[src/design/stm_pkg.sv]
// Shared table memory package
// Table geometry, read and write address fields, chunk and payload types
// and the per-port read response struct

package stm_pkg;

    // Table geometry
    localparam int STM_BANKS   = 4;     // Banks in the table
    localparam int STM_CHUNKS  = 4;     // Chunks per row, the rotation is built on 4
    localparam int STM_CHUNK_W = 16;    // Bits per chunk
    localparam int STM_ROWS    = 64;    // Rows per chunk memory

    // Read ports: 0 and 2 are LPM, 1 and 3 are EM
    // Client 0 owns ports 0/1, client 1 owns ports 2/3
    localparam int STM_RPORTS  = 4;

    // Read address fields, from MSB down: bank, row, start chunk
    localparam int STM_BANK_W   = 2;
    localparam int STM_ROW_W    = 6;
    localparam int STM_START_W  = 2;
    localparam int STM_ROW_LSB  = STM_START_W;              // Row sits above start
    localparam int STM_BANK_LSB = STM_START_W + STM_ROW_W;  // Bank on top
    localparam int STM_ADDR_W   = STM_BANK_W + STM_ROW_W + STM_START_W;   // 10 bits

    // Write address carries bank and row only, no start chunk
    localparam int STM_WADDR_W  = STM_BANK_W + STM_ROW_W;   // 8 bits

    // One chunk of table data
    typedef logic [STM_CHUNK_W-1:0] chunk_t;

    // Full row, element 0 at the LSB end
    typedef chunk_t [STM_CHUNKS-1:0] row_data_t;

    // LPM lookup returns 2 chunks
    typedef chunk_t [1:0] lpm_data_t;

    // EM lookup returns all 4 chunks
    typedef chunk_t [STM_CHUNKS-1:0] em_data_t;

    // Raw read response of one port, before rotation
    typedef struct packed {
        logic                   rvalid;     // Read was issued 2 cycles back
        logic [STM_START_W-1:0] start;      // Start chunk of the entry
        row_data_t              data;       // Chunks in memory order
    } rd_resp_t;

endpackage

[src/design/stm_rd_if.sv]
// Decoded read request interface between decode and execute
// One element per read port on every signal

`timescale 1ns/1ps

interface stm_rd_if
    import stm_pkg::*;
#(
    parameter int RPORTS = 4,           // Read ports carried
    parameter int BANKS  = 4,           // Banks in the table
    parameter int ROWS   = 64           // Rows per chunk memory
);

    localparam int BANK_W = $clog2(BANKS);
    localparam int ROW_W  = $clog2(ROWS);

    logic [RPORTS-1:0]                   ren;       // Registered read strobe
    logic [RPORTS-1:0][BANK_W-1:0]       bank;      // Addressed bank
    logic [RPORTS-1:0][ROW_W-1:0]        row_lo;    // Addressed row
    logic [RPORTS-1:0][ROW_W-1:0]        row_hi;    // Next row, wraps to 0
    logic [RPORTS-1:0][STM_START_W-1:0]  start;     // Start chunk

    // Decode side drives everything
    modport dec (
        output ren, bank, row_lo, row_hi, start
    );

    // Execute side only listens
    modport exe (
        input  ren, bank, row_lo, row_hi, start
    );

endinterface

[src/design/stm_decode.sv]
// Read request decode stage
// Registers strobe and address per port and splits the address fields

`timescale 1ns/1ps

module stm_decode
    import stm_pkg::*;
#(
    parameter int BANKS  = STM_BANKS,   // Banks in the table
    parameter int ROWS   = STM_ROWS,    // Rows per chunk memory
    parameter int RPORTS = STM_RPORTS   // Read ports
)
(
    input  logic                                cclk,
    input  logic                                i_reset,

    input  logic [RPORTS-1:0]                   i_ren,      // Per port read strobe
    input  logic [RPORTS-1:0][STM_ADDR_W-1:0]   i_raddr,    // Per port read address

    stm_rd_if.dec                               rd
);

    localparam int BANK_W = $clog2(BANKS);
    localparam int ROW_W  = $clog2(ROWS);

    logic [RPORTS-1:0]                  ren_q;      // Strobe after edge 1
    logic [RPORTS-1:0][STM_ADDR_W-1:0]  raddr_q;    // Address after edge 1

    // Strobes are control state, cleared on reset
    always_ff @(posedge cclk) begin
        if (i_reset) begin
            ren_q <= '0;
        end else begin
            ren_q <= i_ren;
        end
    end

    // Address only loads on a strobe
    always_ff @(posedge cclk) begin
        for (int p = 0; p < RPORTS; p++) begin
            if (i_ren[p]) begin
                raddr_q[p] <= i_raddr[p];
            end
        end
    end

    // Field split and next-row calculation
    always_comb begin
        logic [ROW_W-1:0] row;                      // Row field of current port
        row = '0;
        for (int p = 0; p < RPORTS; p++) begin
            row          = raddr_q[p][STM_ROW_LSB +: ROW_W];
            rd.ren[p]    = ren_q[p];
            rd.bank[p]   = raddr_q[p][STM_BANK_LSB +: BANK_W];
            rd.start[p]  = raddr_q[p][0 +: STM_START_W];
            rd.row_lo[p] = row;

            // Entries that start late spill into the next row
            if (row == ROW_W'(ROWS - 1)) begin
                rd.row_hi[p] = '0;                  // Last row wraps to row 0
            end else begin
                rd.row_hi[p] = row + 1'b1;
            end
        end
    end

endmodule

[src/flat_wrapper.sv]
// flat-port wrapper written by rule: the top's interface ports become plain ports
module stm_decode_flat import stm_pkg::*;
#(
    parameter int BANKS  = STM_BANKS,                        
    parameter int ROWS   = STM_ROWS,                            
    parameter int RPORTS = STM_RPORTS                
)
  (cclk, i_reset, i_ren, i_raddr, rd_ren, rd_bank, rd_row_lo, rd_row_hi, rd_start);
  stm_rd_if #(.RPORTS(RPORTS), .BANKS(BANKS), .ROWS(ROWS)) rd_i ();
  input  logic cclk;
  input  logic i_reset;
  input  logic [RPORTS-1:0] i_ren;
  input  logic [RPORTS-1:0][STM_ADDR_W-1:0] i_raddr;
  output wire logic [$bits(rd_i.ren)-1:0] rd_ren;
  output wire logic [$bits(rd_i.bank)-1:0] rd_bank;
  output wire logic [$bits(rd_i.row_lo)-1:0] rd_row_lo;
  output wire logic [$bits(rd_i.row_hi)-1:0] rd_row_hi;
  output wire logic [$bits(rd_i.start)-1:0] rd_start;
  assign rd_ren = rd_i.ren;
  assign rd_bank = rd_i.bank;
  assign rd_row_lo = rd_i.row_lo;
  assign rd_row_hi = rd_i.row_hi;
  assign rd_start = rd_i.start;
  stm_decode #(.BANKS(BANKS), .ROWS(ROWS), .RPORTS(RPORTS)) u_core (.cclk(cclk), .i_reset(i_reset), .i_ren(i_ren), .i_raddr(i_raddr), .rd(rd_i));
endmodule
[config.mk]
export PLATFORM = sky130hd
export DESIGN_NAME = stm_decode_flat
export DESIGN_NICKNAME = d
export VERILOG_FILES = /design/src/design/stm_pkg.sv /design/src/design/stm_rd_if.sv /design/src/design/stm_decode.sv /design/src/flat_wrapper.sv
export SDC_FILE = /design/constraint.sdc
export NUM_CORES = 1
export LEC_CHECK = 0
export ABC_AREA = 0
export BUFFER_PORTS_ARGS = -buffer_cell sky130_fd_sc_hd__buf_2
export CAP_MARGIN = 10
export CORE_UTILIZATION = 41
export DETAILED_ROUTE_END_ITERATION = 10
export PLACE_DENSITY_LB_ADDON = 0.25
export SLEW_MARGIN = 10
export SYNTH_ARGS = -nofsm -noshare
export SYNTH_HDL_FRONTEND = slang
export SYNTH_SLANG_ARGS = --single-unit
[constraint.sdc]
create_clock -name cclk -period 1.81 [get_ports cclk]
set_input_delay 0.2715 -clock cclk [delete_from_list [all_inputs] [get_ports cclk]]
set_output_delay 0.2715 -clock cclk [all_outputs]
set_load 0.005 [all_outputs]
==> run_results.csv, run 1 <==
group,metric,value,unit
run_status,outcome,"finished, final reports clean",
floorplan,io_pins,114,
detailed_routing,final_antenna_net_count,0,
setup_path,crit_path_from,"u_core.rd.row_lo[1]",
power,finalPower,2.21,mW
global_route,vias_in_the_first_global_route,1248,
synthesis,syn_area,0.00169,mm²
floorplan,chipWidth,66.3,µm
placement,place.detailed.instances,271,
power,power_density,882,mW/mm²
timing,max_clock_freq,0.575,GHz
global_route,antenna_violations_before_repair,0,
power,p_leak,1.12,nW
finish,design.final.nets,287,
synthesis,synth.distinct_cells,17,
detailed_routing,vias,1444,
timing,final-max-slew-violation-count,0,
placement,numPortBuffers,113,
placement,place.gp.congestion,0.834,
clock_network,maximum_clock_path_buffer_count,2,
clock_network,cts-htree-levels,2,
detailed_routing,drt_wl_total,3960,µm
finish,leading_cell_type_in_the_layout_fill_and_taps_excluded,"sky130_fd_sc_hd__buf_2",
floorplan,die_area,0.00439,mm²
setup_path,crit_fanout,3,
timing,hold_ws,0.159,ns
finish,most-common-layout-cells,"sky130_fd_sc_hd__buf_2 (113), sky130_fd_sc_hd__edfxtp_1 (40), sky130_fd_sc_hd__buf_4 (9)",
finish,insertedDiodeCount,0,
clock_network,cts.clk_slew.worst_paths,0.07,ns
worst_hold_path,hold_path.class,"primary input to register",
synthesis,syn_nets,158,
detailed_routing,initialDrtViolationCount,86,
run,max_cap_violations,0,
clock_network,cts-hold-fix-buffers,0,
timing,finalWorstPathRequiredPeriod,1.74,ns
timing,fin_crit_sh,0.960,
detailed_routing,wl_per_cell,13.7,µm
finish,area_growth_syn_to_layout,48.0,%
timing,timing.slew.headroom,0.830,
clock_network,clock_sinks,44,
detailed_routing,drt-pass1-iter-count,6,
synthesis,syn_avg_cell_area,15.7,µm²
global_route,globalRouteTotalUtil,0.174,
synthesis,ys_warn_count,0,
timing,slew_of_the_pin_with_the_lowest_slew_margin,0.253,ns
detailed_routing,detail_route.vias_per_cell,5.01,
finish,post_route_cells_drive_above_1_share,0.559,
setup_path,critical_path_required,1.54,ns
timing,fin_setup_tns,0,ns
clock_network,cts-buffers-inserted,5,
synthesis,yosys_register_bits,44,
synthesis,syn_inst,108,
setup_path,cp_capture_type,"output pin",
global_route,maximum_number_of_pins_on_one_net_before_global_route_repair,13,
placement,dp_hpwl,2910,µm
floorplan,die_y,66.3,µm
global_route,grt_overflow_total,0,
floorplan,start_util,0.427,
clock_network,clock-root-buffer,"sky130_fd_sc_hd__clkbuf_8",
floorplan,floorplan.core_area,0.00397,mm²
clock_network,cts_tree,"done",
timing,finalHoldViolCount,0,
setup_path,critPathArrivalTime,1.47,ns
floorplan,core.rowCount,23,
detailed_routing,drt_drc_violations_left,0,
finish,layoutNonFillerInstCount,288,
synthesis,synth_seq_area_share,0.756,
global_route,grt_first_pass_wirelength,5600,µm
timing,final-setup-viol-count,0,
power,ir_drop,0.000476,V
setup_path,cp-start-kind,"register",
setup_path,critical_path_class,"register to output pin",
setup_path,crit_path_end,"rd_row_hi[3]",
-- routing by layer --
metal / track usage / up-vias / wire [µm]
met5: 0 / - / 0
met4: 0.0851 / 0 / 36
met3: 0.0448 / 4 / 276
met2: 0.307 / 60 / 2200
met1: 0.191 / 699 / 1440
li1: - / 681 / -
-- worst min-delay path by stage --
| stage | slack (ns) | to | cells past startpoint | startpoint |
|---|---|---|---|---|
| 2_1_floorplan | 0.34 | u_core.rd.ren[0] | 1 | i_reset |
| 3_3_place_gp | 0.45 | u_core.rd.start[1] | 1 | i_raddr[1] |
| 3_5_place_dp | 0.45 | u_core.rd.row_lo[5] | 1 | i_raddr[7] |
| 4_1_cts | 0.15 | u_core.rd.bank[0] | 1 | i_raddr[8] |
| 5_1_grt | 0.14 | u_core.rd.bank[0] | 1 | i_raddr[8] |
| 6_report | 0.16 | u_core.rd.start[0] | 1 | i_raddr[0] |
-- kinds of logic (layout without fill, tap and decap cells) --
family          count (synthesis)  after routing  share of synthesized area
flops                          44             44                      0.756
compound gates                 26             26                     0.0975
simple gates                   23             23                     0.0687
xor+xnor                        8              8                     0.0414
fa+ha+maj                       4              4                     0.0295
buf+inv                         3            133                    0.00665
-- worst max-delay path, cell delays in order (launching register included) --
cell	delay, ns
sky130_fd_sc_hd__edfxtp_1	0.45
sky130_fd_sc_hd__ha_4	0.19
sky130_fd_sc_hd__and3_1	0.16
sky130_fd_sc_hd__nand2b_4	0.13
sky130_fd_sc_hd__a31oi_1	0.12
sky130_fd_sc_hd__buf_2	0.13
-- synthesized netlist by cell type (all sizes together) --
master	n	area [µm²]
a21oi	4	20.0
a31oi	5	31.3
a32oi	3	26.3
and3	3	18.8
dfxtp	4	80.1
edfxtp	40	1200
ha	4	50.1
inv	3	11.3
nand2	5	18.8
nand2b	1	6.26
nand3	8	40.0
nor2	2	7.51
nor2b	4	25.0
o21ai	7	35.0
o31ai	7	52.6
xnor2	4	35.0
xor2	4	35.0
-- stage by stage --
step | utilization | instance area [µm²] | setup WS (ns)
after floorplan | - | 1690 | 0.363
after global placement | 0.585 | 2320 | 0.255
after detailed placement | 0.585 | 2320 | 0.229
after CTS | 0.618 | 2450 | 0.00993
after global routing | 0.631 | 2510 | -0.00457
final | 0.631 | 2510 | 0.0721
-- power breakdown --
group          internal [mW]  switching (mW)
Sequential              1.20          0.0591
Combinational          0.191           0.160
Clock                  0.311           0.294
-- flip-flops by register name, summed over array words and instances (netlist names) --
signal / count
u_core.rd.row_lo: 24
u_core.rd.ren: 4
u_core.rd.bank: 8
u_core.rd.start: 8
-- final cells by class --
type	count	area [µm²]
Sequential cell	44	1280
Multi-Input combinational cell	61	429
Clock buffer	8	90.1
Fill cell	322	1460
Timing Repair Buffer	122	633
Inverter	3	11.3
Tap cell	50	62.6
-- timing repair --
item	4_1_cts	5_1_grt
setup endpoints to repair	4	8
setup buffers	5	4
resized for setup	1	5
pin swaps	0	2
gates cloned	0	0
No activity file was read; power rests on OpenSTA's default activity.
==> inputs of run 2 (changes only) <==
--- a/config.mk
+++ b/config.mk
@@ -15,3 +15,4 @@
 export SYNTH_ARGS = -nofsm -noshare
 export SYNTH_HDL_FRONTEND = slang
 export SYNTH_SLANG_ARGS = --single-unit
+export TNS_END_PERCENT = 50
==> constraint.sdc (replaced) <==
create_clock -name cclk -period 1.81 [get_ports cclk]
set_input_delay 0.543 -clock cclk [delete_from_list [all_inputs] [get_ports cclk]]
set_output_delay 0.543 -clock cclk [all_outputs]
set_load 0.005 [all_outputs]
==> run_results.csv, run 2 (synthesis gave the netlist of run 1 again) <==
group,metric,value,unit
detailed_routing,drt_wl_total,4170,µm
setup_path,critical_path_required,1.27,ns
timing,finalHoldViolCount,0,
timing,timing.slew.headroom,0.828,
placement,postPlaceCellArea,0.00240,mm²
placement,place.gp.congestion,0.783,
finish,largest_register_ff_count,24,
worst_hold_path,hold_path.class,"primary input to register",
timing,max_clock_freq,0.503,GHz
global_route,antenna_violations_before_repair,0,
detailed_routing,drt-pass1-iter-count,4,
global_route,globalRouteTotalUtil,0.185,
global_route,maximum_number_of_pins_on_one_net_before_global_route_repair,14,
setup_path,cp-start-kind,"register",
run_status,outcome,"finished with violations",
detailed_routing,drt_drc_violations_left,0,
timing,slew_of_the_pin_with_the_lowest_slew_margin,0.255,ns
finish,filler_cell_count,316,
floorplan,core.rowCount,23,
clock_network,maximum_clock_path_buffer_count,2,
detailed_routing,wl_per_cell,14.3,µm
placement,place.detailed.instances,281,
floorplan,start_util,0.427,
finish,layout.cell_area.non_filler,0.00265,mm²
global_route,grt_first_pass_wirelength,5790,µm
timing,hold_ws,0.424,ns
power,power_density,924,mW/mm²
finish,insertedDiodeCount,0,
finish,area_growth_syn_to_layout,56.6,%
placement,preCtsSetupSlack,0.0755,ns
timing,final-max-slew-violation-count,0,
global_route,grt_overflow_total,0,
detailed_routing,initialDrtViolationCount,60,
clock_network,cts-buffers-inserted,5,
floorplan,die_y,66.3,µm
clock_network,clock-root-buffer,"sky130_fd_sc_hd__clkbuf_8",
finish,most-common-layout-cells,"sky130_fd_sc_hd__buf_2 (113), sky130_fd_sc_hd__edfxtp_1 (40), sky130_fd_sc_hd__buf_4 (8)",
power,ir_drop,0.000615,V
clock_network,cts_tree,"done",
detailed_routing,detail_route.vias_per_cell,4.90,
finish,design.final.nets,291,
run_status,violations,"negative setup slack",
finish,layoutNonFillerInstCount,292,
floorplan,floorplan.core_area,0.00397,mm²
clock_network,clock_sinks,44,
run,max_cap_violations,0,
setup_path,critical_path_class,"register to output pin",
timing,final-setup-viol-count,18,
setup_path,critPathArrivalTime,1.45,ns
setup_path,cp_capture_type,"output pin",
floorplan,io_pins,114,
timing,grt_setup_unrepaired,"yes",
finish,leading_cell_type_in_the_layout_fill_and_taps_excluded,"sky130_fd_sc_hd__buf_2",
floorplan,die_area,0.00439,mm²
setup_path,crit_fanout,4,
timing,fin_crit_sh,1.10,
detailed_routing,vias,1431,
timing,finalWorstPathRequiredPeriod,1.99,ns
floorplan,chipWidth,66.3,µm
timing,fin_ws,-0.178,ns
clock_network,cts-htree-levels,2,
global_route,vias_in_the_first_global_route,1278,
clock_network,cts.clk_slew.worst_paths,0.08,ns
placement,numPortBuffers,113,
finish,postLayoutCoreUtil,0.668,
detailed_routing,final_antenna_net_count,0,
finish,post_route_cells_drive_above_1_share,0.612,
power,p_leak,1.17,nW
placement,dp_hpwl,3050,µm
clock_network,cts-hold-fix-buffers,0,
-- run 2: area by class of cell --
type,instances,area (µm²),share of cell area
Inverter,3,11.3,0.00425
Clock buffer,7,96.3,0.0363
Clock inverter,1,30.0,0.0113
Sequential cell,44,1280,0.483
Tap cell,50,62.6,0.0236
Timing Repair Buffer,126,682,0.257
Multi-Input combinational cell,61,489,0.184
-- run 2: critical path: stages, from the launching register on --
cell and delay, ns:
sky130_fd_sc_hd__edfxtp_1 0.46, sky130_fd_sc_hd__ha_4 0.21, sky130_fd_sc_hd__a32oi_1 0.16, sky130_fd_sc_hd__o21ai_1 0.07, sky130_fd_sc_hd__o31ai_1 0.08, sky130_fd_sc_hd__buf_2 0.16
-- run 2: path summary, 6_finish.rpt --
kind,start,endpoint,depth (start not counted)
worst min-delay path,i_raddr[19],u_core.rd.bank[3],1
worst max-delay path,u_core.rd.row_lo[13],rd_row_hi[15],5
-- run 2: stage by stage --
stage                     TNS [ns]  power [mW]
after floorplan                  0        1.38
after global placement           0        1.61
after detailed placement         0        1.62
after CTS                    -1.68        2.44
after global routing         -3.01        2.55
final                        -1.68        2.45
-- run 2: power breakdown --
group	internal [mW]	switching (mW)	total (mW)	leakage, nW
clock network	0.487	0.314	0.801	0.0645
registers	1.20	0.0609	1.26	0.425
logic	0.218	0.175	0.393	0.679
-- run 2: routing by layer --
layer | share of wire | vias up | routed length (µm) | global-route usage
met2 | 0.55 | 70 | 2280 | 0.335
met3 | 0.071 | 6 | 298 | 0.0603
met1 | 0.37 | 668 | 1540 | 0.196
met4 | 0.012 | 0 | 48 | 0.0691
li1 | - | 687 | - | -
met5 | 0 | - | 0 | 0
-- run 2: timing repair --
action                                  4_1_cts  5_1_grt
buffers inserted                              3        0
gates resized for setup                      18       11
endpoints found under the setup margin       19       20
hold endpoints to repair                      0        0
pin swaps                                     8        4
