==> config.mk <==
export PLATFORM = sky130hd
export DESIGN_NAME = stm_result
export DESIGN_NICKNAME = d
export VERILOG_FILES = /design/src/design/stm_pkg.sv /design/src/design/stm_result.sv
export SDC_FILE = /design/constraint.sdc
export NUM_CORES = 1
export LEC_CHECK = 0
export BUFFER_PORTS_ARGS = -buffer_cell sky130_fd_sc_hd__buf_2
export CAP_MARGIN = 10
export CORE_ASPECT_RATIO = 0.5
export CORE_MARGIN = 2
export CORE_UTILIZATION = 45
export DETAILED_ROUTE_END_ITERATION = 12
export PLACE_DENSITY = 0.81
export SLEW_MARGIN = 0
export SYNTH_ARGS = -nofsm -noshare
export SYNTH_HDL_FRONTEND = slang
export SYNTH_SLANG_ARGS = --single-unit
export TNS_END_PERCENT = 5
==> constraint.sdc <==
create_clock -name cclk -period 2.8 [get_ports cclk]
set_input_delay 0.42 -clock cclk [delete_from_list [all_inputs] [get_ports cclk]]
set_output_delay 0.42 -clock cclk [all_outputs]
set_load 0.02 [all_outputs]
==> src/design/stm_pkg.sv <==
// Shared table memory package
// Table geometry, read and write address fields, chunk and payload types
// and the per-port read response struct

package stm_pkg;

    // Table geometry
    localparam int STM_BANKS   = 4;     // Banks in the table
    localparam int STM_CHUNKS  = 4;     // Chunks per row, the rotation is built on 4
    localparam int STM_CHUNK_W = 16;    // Bits per chunk
    localparam int STM_ROWS    = 64;    // Rows per chunk memory

    // Read ports: 0 and 2 are LPM, 1 and 3 are EM
    // Client 0 owns ports 0/1, client 1 owns ports 2/3
    localparam int STM_RPORTS  = 4;

    // Read address fields, from MSB down: bank, row, start chunk
    localparam int STM_BANK_W   = 2;
    localparam int STM_ROW_W    = 6;
    localparam int STM_START_W  = 2;
    localparam int STM_ROW_LSB  = STM_START_W;              // Row sits above start
    localparam int STM_BANK_LSB = STM_START_W + STM_ROW_W;  // Bank on top
    localparam int STM_ADDR_W   = STM_BANK_W + STM_ROW_W + STM_START_W;   // 10 bits

    // Write address carries bank and row only, no start chunk
    localparam int STM_WADDR_W  = STM_BANK_W + STM_ROW_W;   // 8 bits

    // One chunk of table data
    typedef logic [STM_CHUNK_W-1:0] chunk_t;

    // Full row, element 0 at the LSB end
    typedef chunk_t [STM_CHUNKS-1:0] row_data_t;

    // LPM lookup returns 2 chunks
    typedef chunk_t [1:0] lpm_data_t;

    // EM lookup returns all 4 chunks
    typedef chunk_t [STM_CHUNKS-1:0] em_data_t;

    // Raw read response of one port, before rotation
    typedef struct packed {
        logic                   rvalid;     // Read was issued 2 cycles back
        logic [STM_START_W-1:0] start;      // Start chunk of the entry
        row_data_t              data;       // Chunks in memory order
    } rd_resp_t;

endpackage

==> src/design/stm_result.sv <==
// Result stage for one read port
// Rotates raw chunks so the start chunk lands at element 0
// and registers the payload with its valid

`timescale 1ns/1ps

module stm_result
    import stm_pkg::*;
#(
    parameter type payload_t = lpm_data_t,  // LPM or EM payload
    parameter int  N_CHUNKS  = 2            // Chunks kept from the rotated row
)
(
    input  logic        cclk,
    input  logic        i_reset,

    input  rd_resp_t    i_resp,             // Raw response from execute

    output logic        o_rvalid,           // Result valid, 3 cycles after request
    output payload_t    o_rdata             // Rotated payload
);

    row_data_t  rot;                        // Row with start chunk at element 0
    payload_t   payload;                    // Low N_CHUNKS elements of rot

    // Element k is chunk (start + k) mod 4, the 2-bit add wraps for free
    always_comb begin
        logic [STM_START_W-1:0] idx;
        idx = '0;
        for (int k = 0; k < STM_CHUNKS; k++) begin
            idx    = i_resp.start + STM_START_W'(k);
            rot[k] = i_resp.data[idx];
        end
    end

    assign payload = payload_t'(rot[N_CHUNKS-1:0]);    // Drop the upper chunks

    always_ff @(posedge cclk) begin
        if (i_reset) begin
            o_rvalid <= 1'b0;
        end else begin
            o_rvalid <= i_resp.rvalid;
        end
    end

    // Payload holds its last value between results
    always_ff @(posedge cclk) begin
        if (i_resp.rvalid) begin
            o_rdata <= payload;
        end
    end

endmodule

==> results_dict.tcl, run 1 <==
set metrics [dict create \
    p_clk_frac 0.270 \
    ant_nets 0 \
    finalSetupTns_ps 0 \
    ys.warnings.count 0 \
    cts_tree "built" \
    clkSlewWorstSetupHoldPaths_ps 60 \
    clock-sinks 33 \
    path_cells "buf_2 > mux4_1" \
    port_buffers 101 \
    hold_viol 0 \
    crit_family "multiplexers" \
    syn_inst 74 \
    cts_buffers 5 \
    hold_buffers 0 \
    area_delta_synth_final_pct 31.16 \
    crit_fanout 25 \
    overflow 0 \
    rows 16 \
    max_freq_mhz 625.2 \
    placedCellCount 223 \
    fin_ws_ps 1200 \
    first_pass_iters 6 \
    internal_power_mw 0.9191 \
    ys_seq_elements 33 \
    drt_iter0_drc 16 \
    crit_slowest_cell "mux4_1" \
    final_nets 245 \
    cpPeakStageDelay_ps 650 \
    htreeDepth 2 \
    p_per_area_mw_per_mm2 516.6 \
    num_io_pins 102 \
    cp-end-kind "register" \
    outcome "finished, final reports clean" \
    avgSynthCellArea_sq_um 24.64 \
    whs_ps 299.2 \
    finalSetupViolCount 0 \
    synth_nets 143 \
    post_cts_buffers 0 \
    antenna_cells 0 \
    ctsResizeCount 0 \
    cap_violations 0 \
    clock_path_buffers 2 \
    fillers 312 \
    viasPerCell 5.268 \
    min_path_type "input port to register" \
    final_util 0.6125 \
    fin_cells 231 \
    power.share.combinational 0.232 \
    fp.dieW_microns 94.01 \
    hold_path.startpoint "i_reset" \
    wl_per_cell_microns 17.24 \
    rsz0062_at_grt "no" \
    synth_area_sq_mm 0.001823 \
    yosysSeqAreaShare 0.5381 \
    die_area_sq_mm 0.004607 \
    ir_drop_v 0.0001862 \
    die_h_microns 49.01 \
    seqPwrFrac 0.498 \
    slew_viol_final 0 \
    grt_max_degree 34 \
    p_leak_nw 0.9914 \
    start_kind "input port" \
    antenna_found_initial 0 \
    path_class "input port to register" \
    p_sw_frac 0.2560 \
    cp.arrival_ps 1610 \
    cts_root_buf "clkbuf_8" \
    tightest_slew_ps 726.4 \
    core_area_sq_mm 0.003904 \
    period_share 0.5713 \
    period_needed_ps 1600 \
    crit_buf_inv 1 \
    worstHoldEndpoint "o_rvalid" \
    hold_depth 2 \
    required_ps 2810 \
    slew_headroom 0.5157 \
    track_usage 0.1806 \
    p_switching_mw 0.3162 \
    layout_commonest_cell "buf_2" \
    pre_cts_ws_ps 882.1 \
    grt_pass1_vias 1330 \
    wirelength_mm 3.982 \
    drive_gt1_frac 0.7684 \
    num_vias 1217 \
    initial_core_util 0.4670 \
    synth_cell_types 8 \
    place.gp.congestion 0.8511 \
    final_cell_mix "buf_2, edfxtp_1, mux4_2" \
    grt_first_pass_wirelength_mm 6.147 \
    drc 0 \
]
## registers in the layout, summed over array words and instances, names as in the netlist
register / count
o_rdata: 32
o_rvalid: 1
## how the worst max path moves through the flow
stage,to,cells after the start,from
2_1_floorplan,o_rdata[20],3,i_resp[65]
3_3_place_gp,o_rdata[0],2,i_resp[65]
3_5_place_dp,o_rdata[1],2,i_resp[65]
4_1_cts,o_rdata[1],2,i_resp[65]
5_1_grt,o_rdata[1],2,i_resp[65]
6_report,o_rdata[1],2,i_resp[65]
## power by group through the flow
stage | Sequential [mW] | Clock (mW) | Combinational (mW)
floorplan | 0.695 | 0 | 0.110
global placement | 0.625 | 0 | 0.277
detailed placement | 0.626 | 0 | 0.288
CTS | 0.616 | 0.339 | 0.289
global route | 0.619 | 0.362 | 0.305
finish | 0.615 | 0.333 | 0.287
## through the flow
step | power, mW | cell area, sq um
2_1_floorplan | 0.8052 | 1823
3_3_place_gp | 0.9020 | 2311
3_5_place_dp | 0.9143 | 2311
4_1_cts | 1.244 | 2391
5_1_grt | 1.286 | 2391
6_report | 1.235 | 2391
## cells in the mapped netlist (all sizes together)
master,n,area (sq um)
edfxtp,32,960.9
mux4,32,735.7
buf,8,100.1
dfxtp,1,20.02
nor2b,1,6.260
## cell families (layout without fill, tap and decap cells)
group,count (synthesis),count (layout),synth area share
flip-flops,33,33,0.5381
multiplexers,32,32,0.4036
buffers and inverters,8,111,0.05490
AND/OR/NAND/NOR,1,1,0.003434
## metal layers
metal	wire length (microns)	vias up	part of all wire	GRT usage
met3	170	8	0.043	0.06337
met4	57	0	0.014	0.07246
met5	0	-	0	0
li1	-	552	-	-
met2	2362	36	0.59	0.3369
met1	1391	621	0.35	0.1854
## area by class of cell
cell class                      instances  area (sq um)  share of cell area
Sequential cell                        33         980.9              0.4103
Multi-Input combinational cell         33         742.0              0.3103
Timing Repair Buffer                  103         520.5              0.2177
Clock buffer                            8         80.08             0.03349
Tap cell                               54         67.56             0.02826
No activity file was read; power rests on OpenSTA's default activity.
==> inputs of run 2 (changes only) <==
--- a/config.mk
+++ b/config.mk
@@ -9,9 +9,9 @@
 export CAP_MARGIN = 10
 export CORE_ASPECT_RATIO = 0.5
 export CORE_MARGIN = 2
-export CORE_UTILIZATION = 45
+export CORE_UTILIZATION = 44
 export DETAILED_ROUTE_END_ITERATION = 12
-export PLACE_DENSITY = 0.81
+export PLACE_DENSITY = 0.8
 export SLEW_MARGIN = 0
 export SYNTH_ARGS = -nofsm -noshare
 export SYNTH_HDL_FRONTEND = slang
==> constraint.sdc (replaced) <==
create_clock -name cclk -period 1.67 [get_ports cclk]
set_input_delay 0.2505 -clock cclk [delete_from_list [all_inputs] [get_ports cclk]]
set_output_delay 0.2505 -clock cclk [all_outputs]
set_load 0.02 [all_outputs]
==> run 2 against run 1 <==
  * Worst setup slack lost 720 ps
  * Design area grew 2.6%
  * Combinational power grew 75%
  * Critical path depth grew 1
  * Non-clock buffer count grew 3
  * Sequential power grew 67%
  * Total power grew 68%
  * Critical path type unchanged
  * Largest power group unchanged
==> results_dict.tcl, run 2 (same netlist as run 1, synthesis figures left out) <==
set metrics [dict create \
    seqPwrFrac 0.498 \
    hold_depth 2 \
    grt_first_pass_wirelength_mm 6.037 \
    slew_headroom 0.8454 \
    wirelength_mm 4.043 \
    tightest_slew_ps 231.9 \
    finalSetupViolCount 0 \
    finalSetupTns_ps 0 \
    hold_buffers 0 \
    met1_length_mm 1.519 \
    slew_viol_final 0 \
    p_leak_nw 1.023 \
    first_pass_iters 4 \
    cp.arrival_ps 1180 \
    port_buffers 101 \
    clock_path_buffers 2 \
    reg.largest.list "o_rdata x32, o_rvalid x1" \
    finalPower_mw 2.075 \
    p_sw_frac 0.2580 \
    cp-end-kind "register" \
    ir_drop_v 0.0003429 \
    rsz0062_at_grt "no" \
    initial_core_util 0.4622 \
    ctsResizeCount 0 \
    place.gp.congestion 0.7196 \
    final_nets 248 \
    met2_length_mm 2.264 \
    cts_tree "built" \
    period_share 0.7100 \
    p_switching_mw 0.5353 \
    grt_pass1_vias 1263 \
    layout_commonest_cell "buf_2" \
    path_class "input port to register" \
    grt_max_degree 34 \
    worstHoldEndpoint "o_rvalid" \
    hold_path.startpoint "i_reset" \
    fillers 298 \
    clock-sinks 33 \
    final_cell_mix "buf_2, edfxtp_1, mux4_2" \
    hold_viol 0 \
    internal_power_mw 1.540 \
    post_cts_buffers 0 \
    top_layer_used "met4" \
    overflow 0 \
    drive_gt1_frac 0.7778 \
    start_kind "input port" \
    num_io_pins 102 \
    fin_ws_ps 484.4 \
    min_path_type "input port to register" \
    p_per_area_mw_per_mm2 846.1 \
    num_vias 1272 \
    met3_length_microns 227 \
    regMostFlops "o_rdata" \
    viasPerCell 5.436 \
    drc 0 \
    placed_area_sq_mm 0.002371 \
    htreeDepth 2 \
    antenna_cells 0 \
    p_clk_frac 0.260 \
    crit_fanout 32 \
    pre_cts_ws_ps 192.5 \
    clkSlewWorstSetupHoldPaths_ps 60 \
    whs_ps 141.6 \
    rows 16 \
    track_usage 0.1730 \
    required_ps 1670 \
    largest_reg_flops 32 \
    cap_violations 0 \
    cts_buffers 5 \
    area_delta_synth_final_pct 34.52 \
    outcome "finished, final reports clean" \
    wl_per_cell_microns 17.28 \
    max_freq_mhz 843.4 \
    antenna_found_initial 0 \
    core_area_sq_mm 0.003944 \
    die_h_microns 49.52 \
    die_area_sq_mm 0.004705 \
    power.share.combinational 0.242 \
    stdcell_area_sq_mm 0.002452 \
    period_needed_ps 1186 \
    cts_root_buf "clkbuf_8" \
    fp.dieW_microns 95.03 \
    ant_nets 0 \
    drt_iter0_drc 58 \
]
run 2: cell types whose count changed in the layout (fill, tap and decap cells not counted), sizes merged:
cell and delta:
clkinv +3, clkbuf -3, buf +3
run 2: worst max-delay path by stage:
stage | cells past startpoint | slack, ps | start | to
after floorplan | 3 | 420 | i_resp[65] | o_rdata[20]
after global routing | 3 | 440 | i_resp[64] | o_rdata[31]
after CTS | 3 | 480 | i_resp[64] | o_rdata[31]
after global placement | 3 | 230 | i_resp[64] | o_rdata[31]
after detailed placement | 3 | 190 | i_resp[65] | o_rdata[19]
final | 3 | 480 | i_resp[64] | o_rdata[31]
run 2: area by class of cell:
class / count / area, sq um / share of cell area
Sequential cell: 33 / 980.9 / 0.4000
Multi-Input combinational cell: 33 / 742.0 / 0.3026
Timing Repair Buffer: 106 / 580.6 / 0.2367
Clock buffer: 5 / 68.82 / 0.02806
Tap cell: 54 / 67.56 / 0.02755
Clock inverter: 3 / 12.51 / 0.005102
run 2: power by group through the flow:
stage | clock [mW] | combinational [mW] | sequential (mW)
floorplan | 0 | 0.184 | 1.17
detailed placement | 0 | 0.503 | 1.05
global route | 0.589 | 0.529 | 1.04
finish | 0.540 | 0.501 | 1.03
CTS | 0.555 | 0.504 | 1.03
global placement | 0 | 0.484 | 1.05
run 2: worst max-delay path, cell delays in order:
cell,delay [ps]
buf_2,100
buf_12,220
mux4_1,610
run 2: metrics by stage:
stage,std cells,utilization
3_3_place_gp,226,0.6012
5_1_grt,234,0.6218
4_1_cts,234,0.6218
6_report,234,0.6218
2_1_floorplan,74,-
3_5_place_dp,226,0.6012
run 2: routing by layer:
metal	vias up	GRT usage
li1	558	-
met1	655	0.1983
met2	55	0.3239
met3	4	0.04587
met4	0	0.04348
met5	-	0
==> inputs of run 3 (changes only) <==
==> constraint.sdc (replaced) <==
create_clock -name cclk -period 1.1 [get_ports cclk]
set_input_delay 0.165 -clock cclk [delete_from_list [all_inputs] [get_ports cclk]]
set_output_delay 0.165 -clock cclk [all_outputs]
set_load 0.02 [all_outputs]
==> run 3 against run 2 <==
  * Worst setup slack got worse by 400 ps
  * Routed wire length rose by 6.5%
  * Critical path depth unchanged
  * Sequential power is 52% higher
  * Die area did not move
  * Via count increased by 0.39%
  * Clock-buffer cell count up 1
  * Final cell count increased by 1.7%
  * Non-clock buffer count up 4
  * Combinational power rose by 55%
  * Clock power up 100%
  * Critical path type unchanged
==> results_dict.tcl, run 3 (same netlist as run 1, synthesis figures left out) <==
set metrics [dict create \
    outcome "finished, final reports clean" \
    die_h_microns 49.52 \
    ir_drop_v 0.0005841 \
    internal_power_mw 2.595 \
    die_area_sq_mm 0.004705 \
    largest_reg_flops 32 \
    power.share.combinational 0.227 \
    final_nets 252 \
    start_kind "input port" \
    overflow 0 \
    path_class "input port to register" \
    viasPerCell 5.366 \
    clock-sinks 33 \
    port_buffers 101 \
    cpPeakStageDelay_ps 520 \
    final_cell_mix "buf_2, edfxtp_1, mux4_2" \
    hold_buffers 0 \
    drc 0 \
    hold_viol 0 \
    cts_root_buf "clkbuf_8" \
    crit_family "multiplexers" \
    first_pass_iters 4 \
    ctsResizeCount 0 \
    reg.largest.list "o_rdata x32, o_rvalid x1" \
    finalSetupTns_ps 0 \
    num_vias 1277 \
    finalSetupViolCount 0 \
    clkSlewWorstSetupHoldPaths_ps 70 \
    place.gp.congestion 0.7762 \
    rows 16 \
    clock_path_buffers 2 \
    crit_slowest_cell "mux4_2" \
    seqPwrFrac 0.458 \
    initial_core_util 0.4622 \
    drive_gt1_frac 0.7826 \
    p_clk_frac 0.315 \
    crit_buf_inv 2 \
    area_delta_synth_final_pct 38.23 \
    p_per_area_mw_per_mm2 1359 \
    drt_iter0_drc 40 \
    grt_first_pass_wirelength_mm 6.534 \
    rsz0062_at_grt "no" \
    tightest_slew_ps 178.0 \
    num_io_pins 102 \
    post_cts_buffers 0 \
    antenna_found_initial 0 \
    worstHoldEndpoint "o_rvalid" \
    crit_fanout 13 \
    p_leak_nw 1.057 \
    placed_area_sq_mm 0.002414 \
    regMostFlops "o_rdata" \
    p_switching_mw 0.8299 \
    ant_nets 0 \
    min_path_type "input port to register" \
    grt_max_degree 34 \
    period_share 0.9200 \
    wl_per_cell_microns 18.09 \
    slew_headroom 0.8813 \
    htreeDepth 2 \
    p_sw_frac 0.2423 \
    cts_buffers 5 \
    fp.dieW_microns 95.03 \
    cp.arrival_ps 1020 \
    track_usage 0.1925 \
    wirelength_mm 4.306 \
    grt_pass1_vias 1310 \
    cts_tree "built" \
    hold_depth 2 \
    required_ps 1110 \
    cp-end-kind "register" \
    path_cells "buf_2 > buf_12 > mux4_2" \
    layout_commonest_cell "buf_2" \
    max_freq_mhz 988.2 \
    core_area_sq_mm 0.003944 \
    stdcell_area_sq_mm 0.002520 \
    hold_path.startpoint "i_reset" \
    period_needed_ps 1012 \
    cap_violations 0 \
    antenna_cells 0 \
    slew_viol_final 0 \
]
[run 3: cell count changes in the layout (fill, tap and decap cells not counted), sizes merged]
cell / before / now
buf: 106 / 110
bufinv: 0 / 1
clkbuf: 5 / 6
clkinv: 3 / 1
[run 3: routing by layer]
layer  vias up  wire length, microns  track usage
li1        570                     -            -
met1       642                  1466       0.2068
met2        55                  2554       0.3664
met3        10                   218      0.03976
met4         0                    67      0.08454
met5         -                     0            0
[run 3: power by group through the flow]
stage / logic [mW] / clock network, mW / registers, mW
finish: 0.778 / 1.08 / 1.57
global route: 0.826 / 1.16 / 1.58
CTS: 0.783 / 1.10 / 1.57
detailed placement: 0.783 / 0 / 1.60
global placement: 0.750 / 0 / 1.59
floorplan: 0.284 / 0 / 1.77
[run 3: cell type report]
type                    count  area (sq um)
clock buffers               6         72.57
clock inverters             2         33.78
fillers                   303          1424
multi-input cells          33         742.0
flip-flops and latches     33         980.9
well taps                  54         67.56
repair buffers            110         623.1
[run 3: how the worst max path moves through the flow]
stage,to,startpoint,slack (ps),cells past startpoint
global placement,o_rdata[27],i_resp[64],-170,3
detailed placement,o_rdata[13],i_resp[64],-210,3
finish,o_rdata[13],i_resp[64],90,3
CTS,o_rdata[13],i_resp[64],80,3
floorplan,o_rdata[16],i_resp[65],-50,3
global route,o_rdata[14],o_rdata[14],70,1
[run 3: stage by stage]
stage	power [mW]	setup slack, ps	instances	utilization	hold WS [ps]
floorplan	2.054	-48.42	74	-	236.6
global placement	2.341	-168.9	230	0.6120	326.5
detailed placement	2.379	-210.6	230	0.6120	324.9
CTS	3.450	84.34	238	0.6390	33.60
global route	3.566	68.72	238	0.6390	40.26
finish	3.424	88.01	238	0.6390	41.34
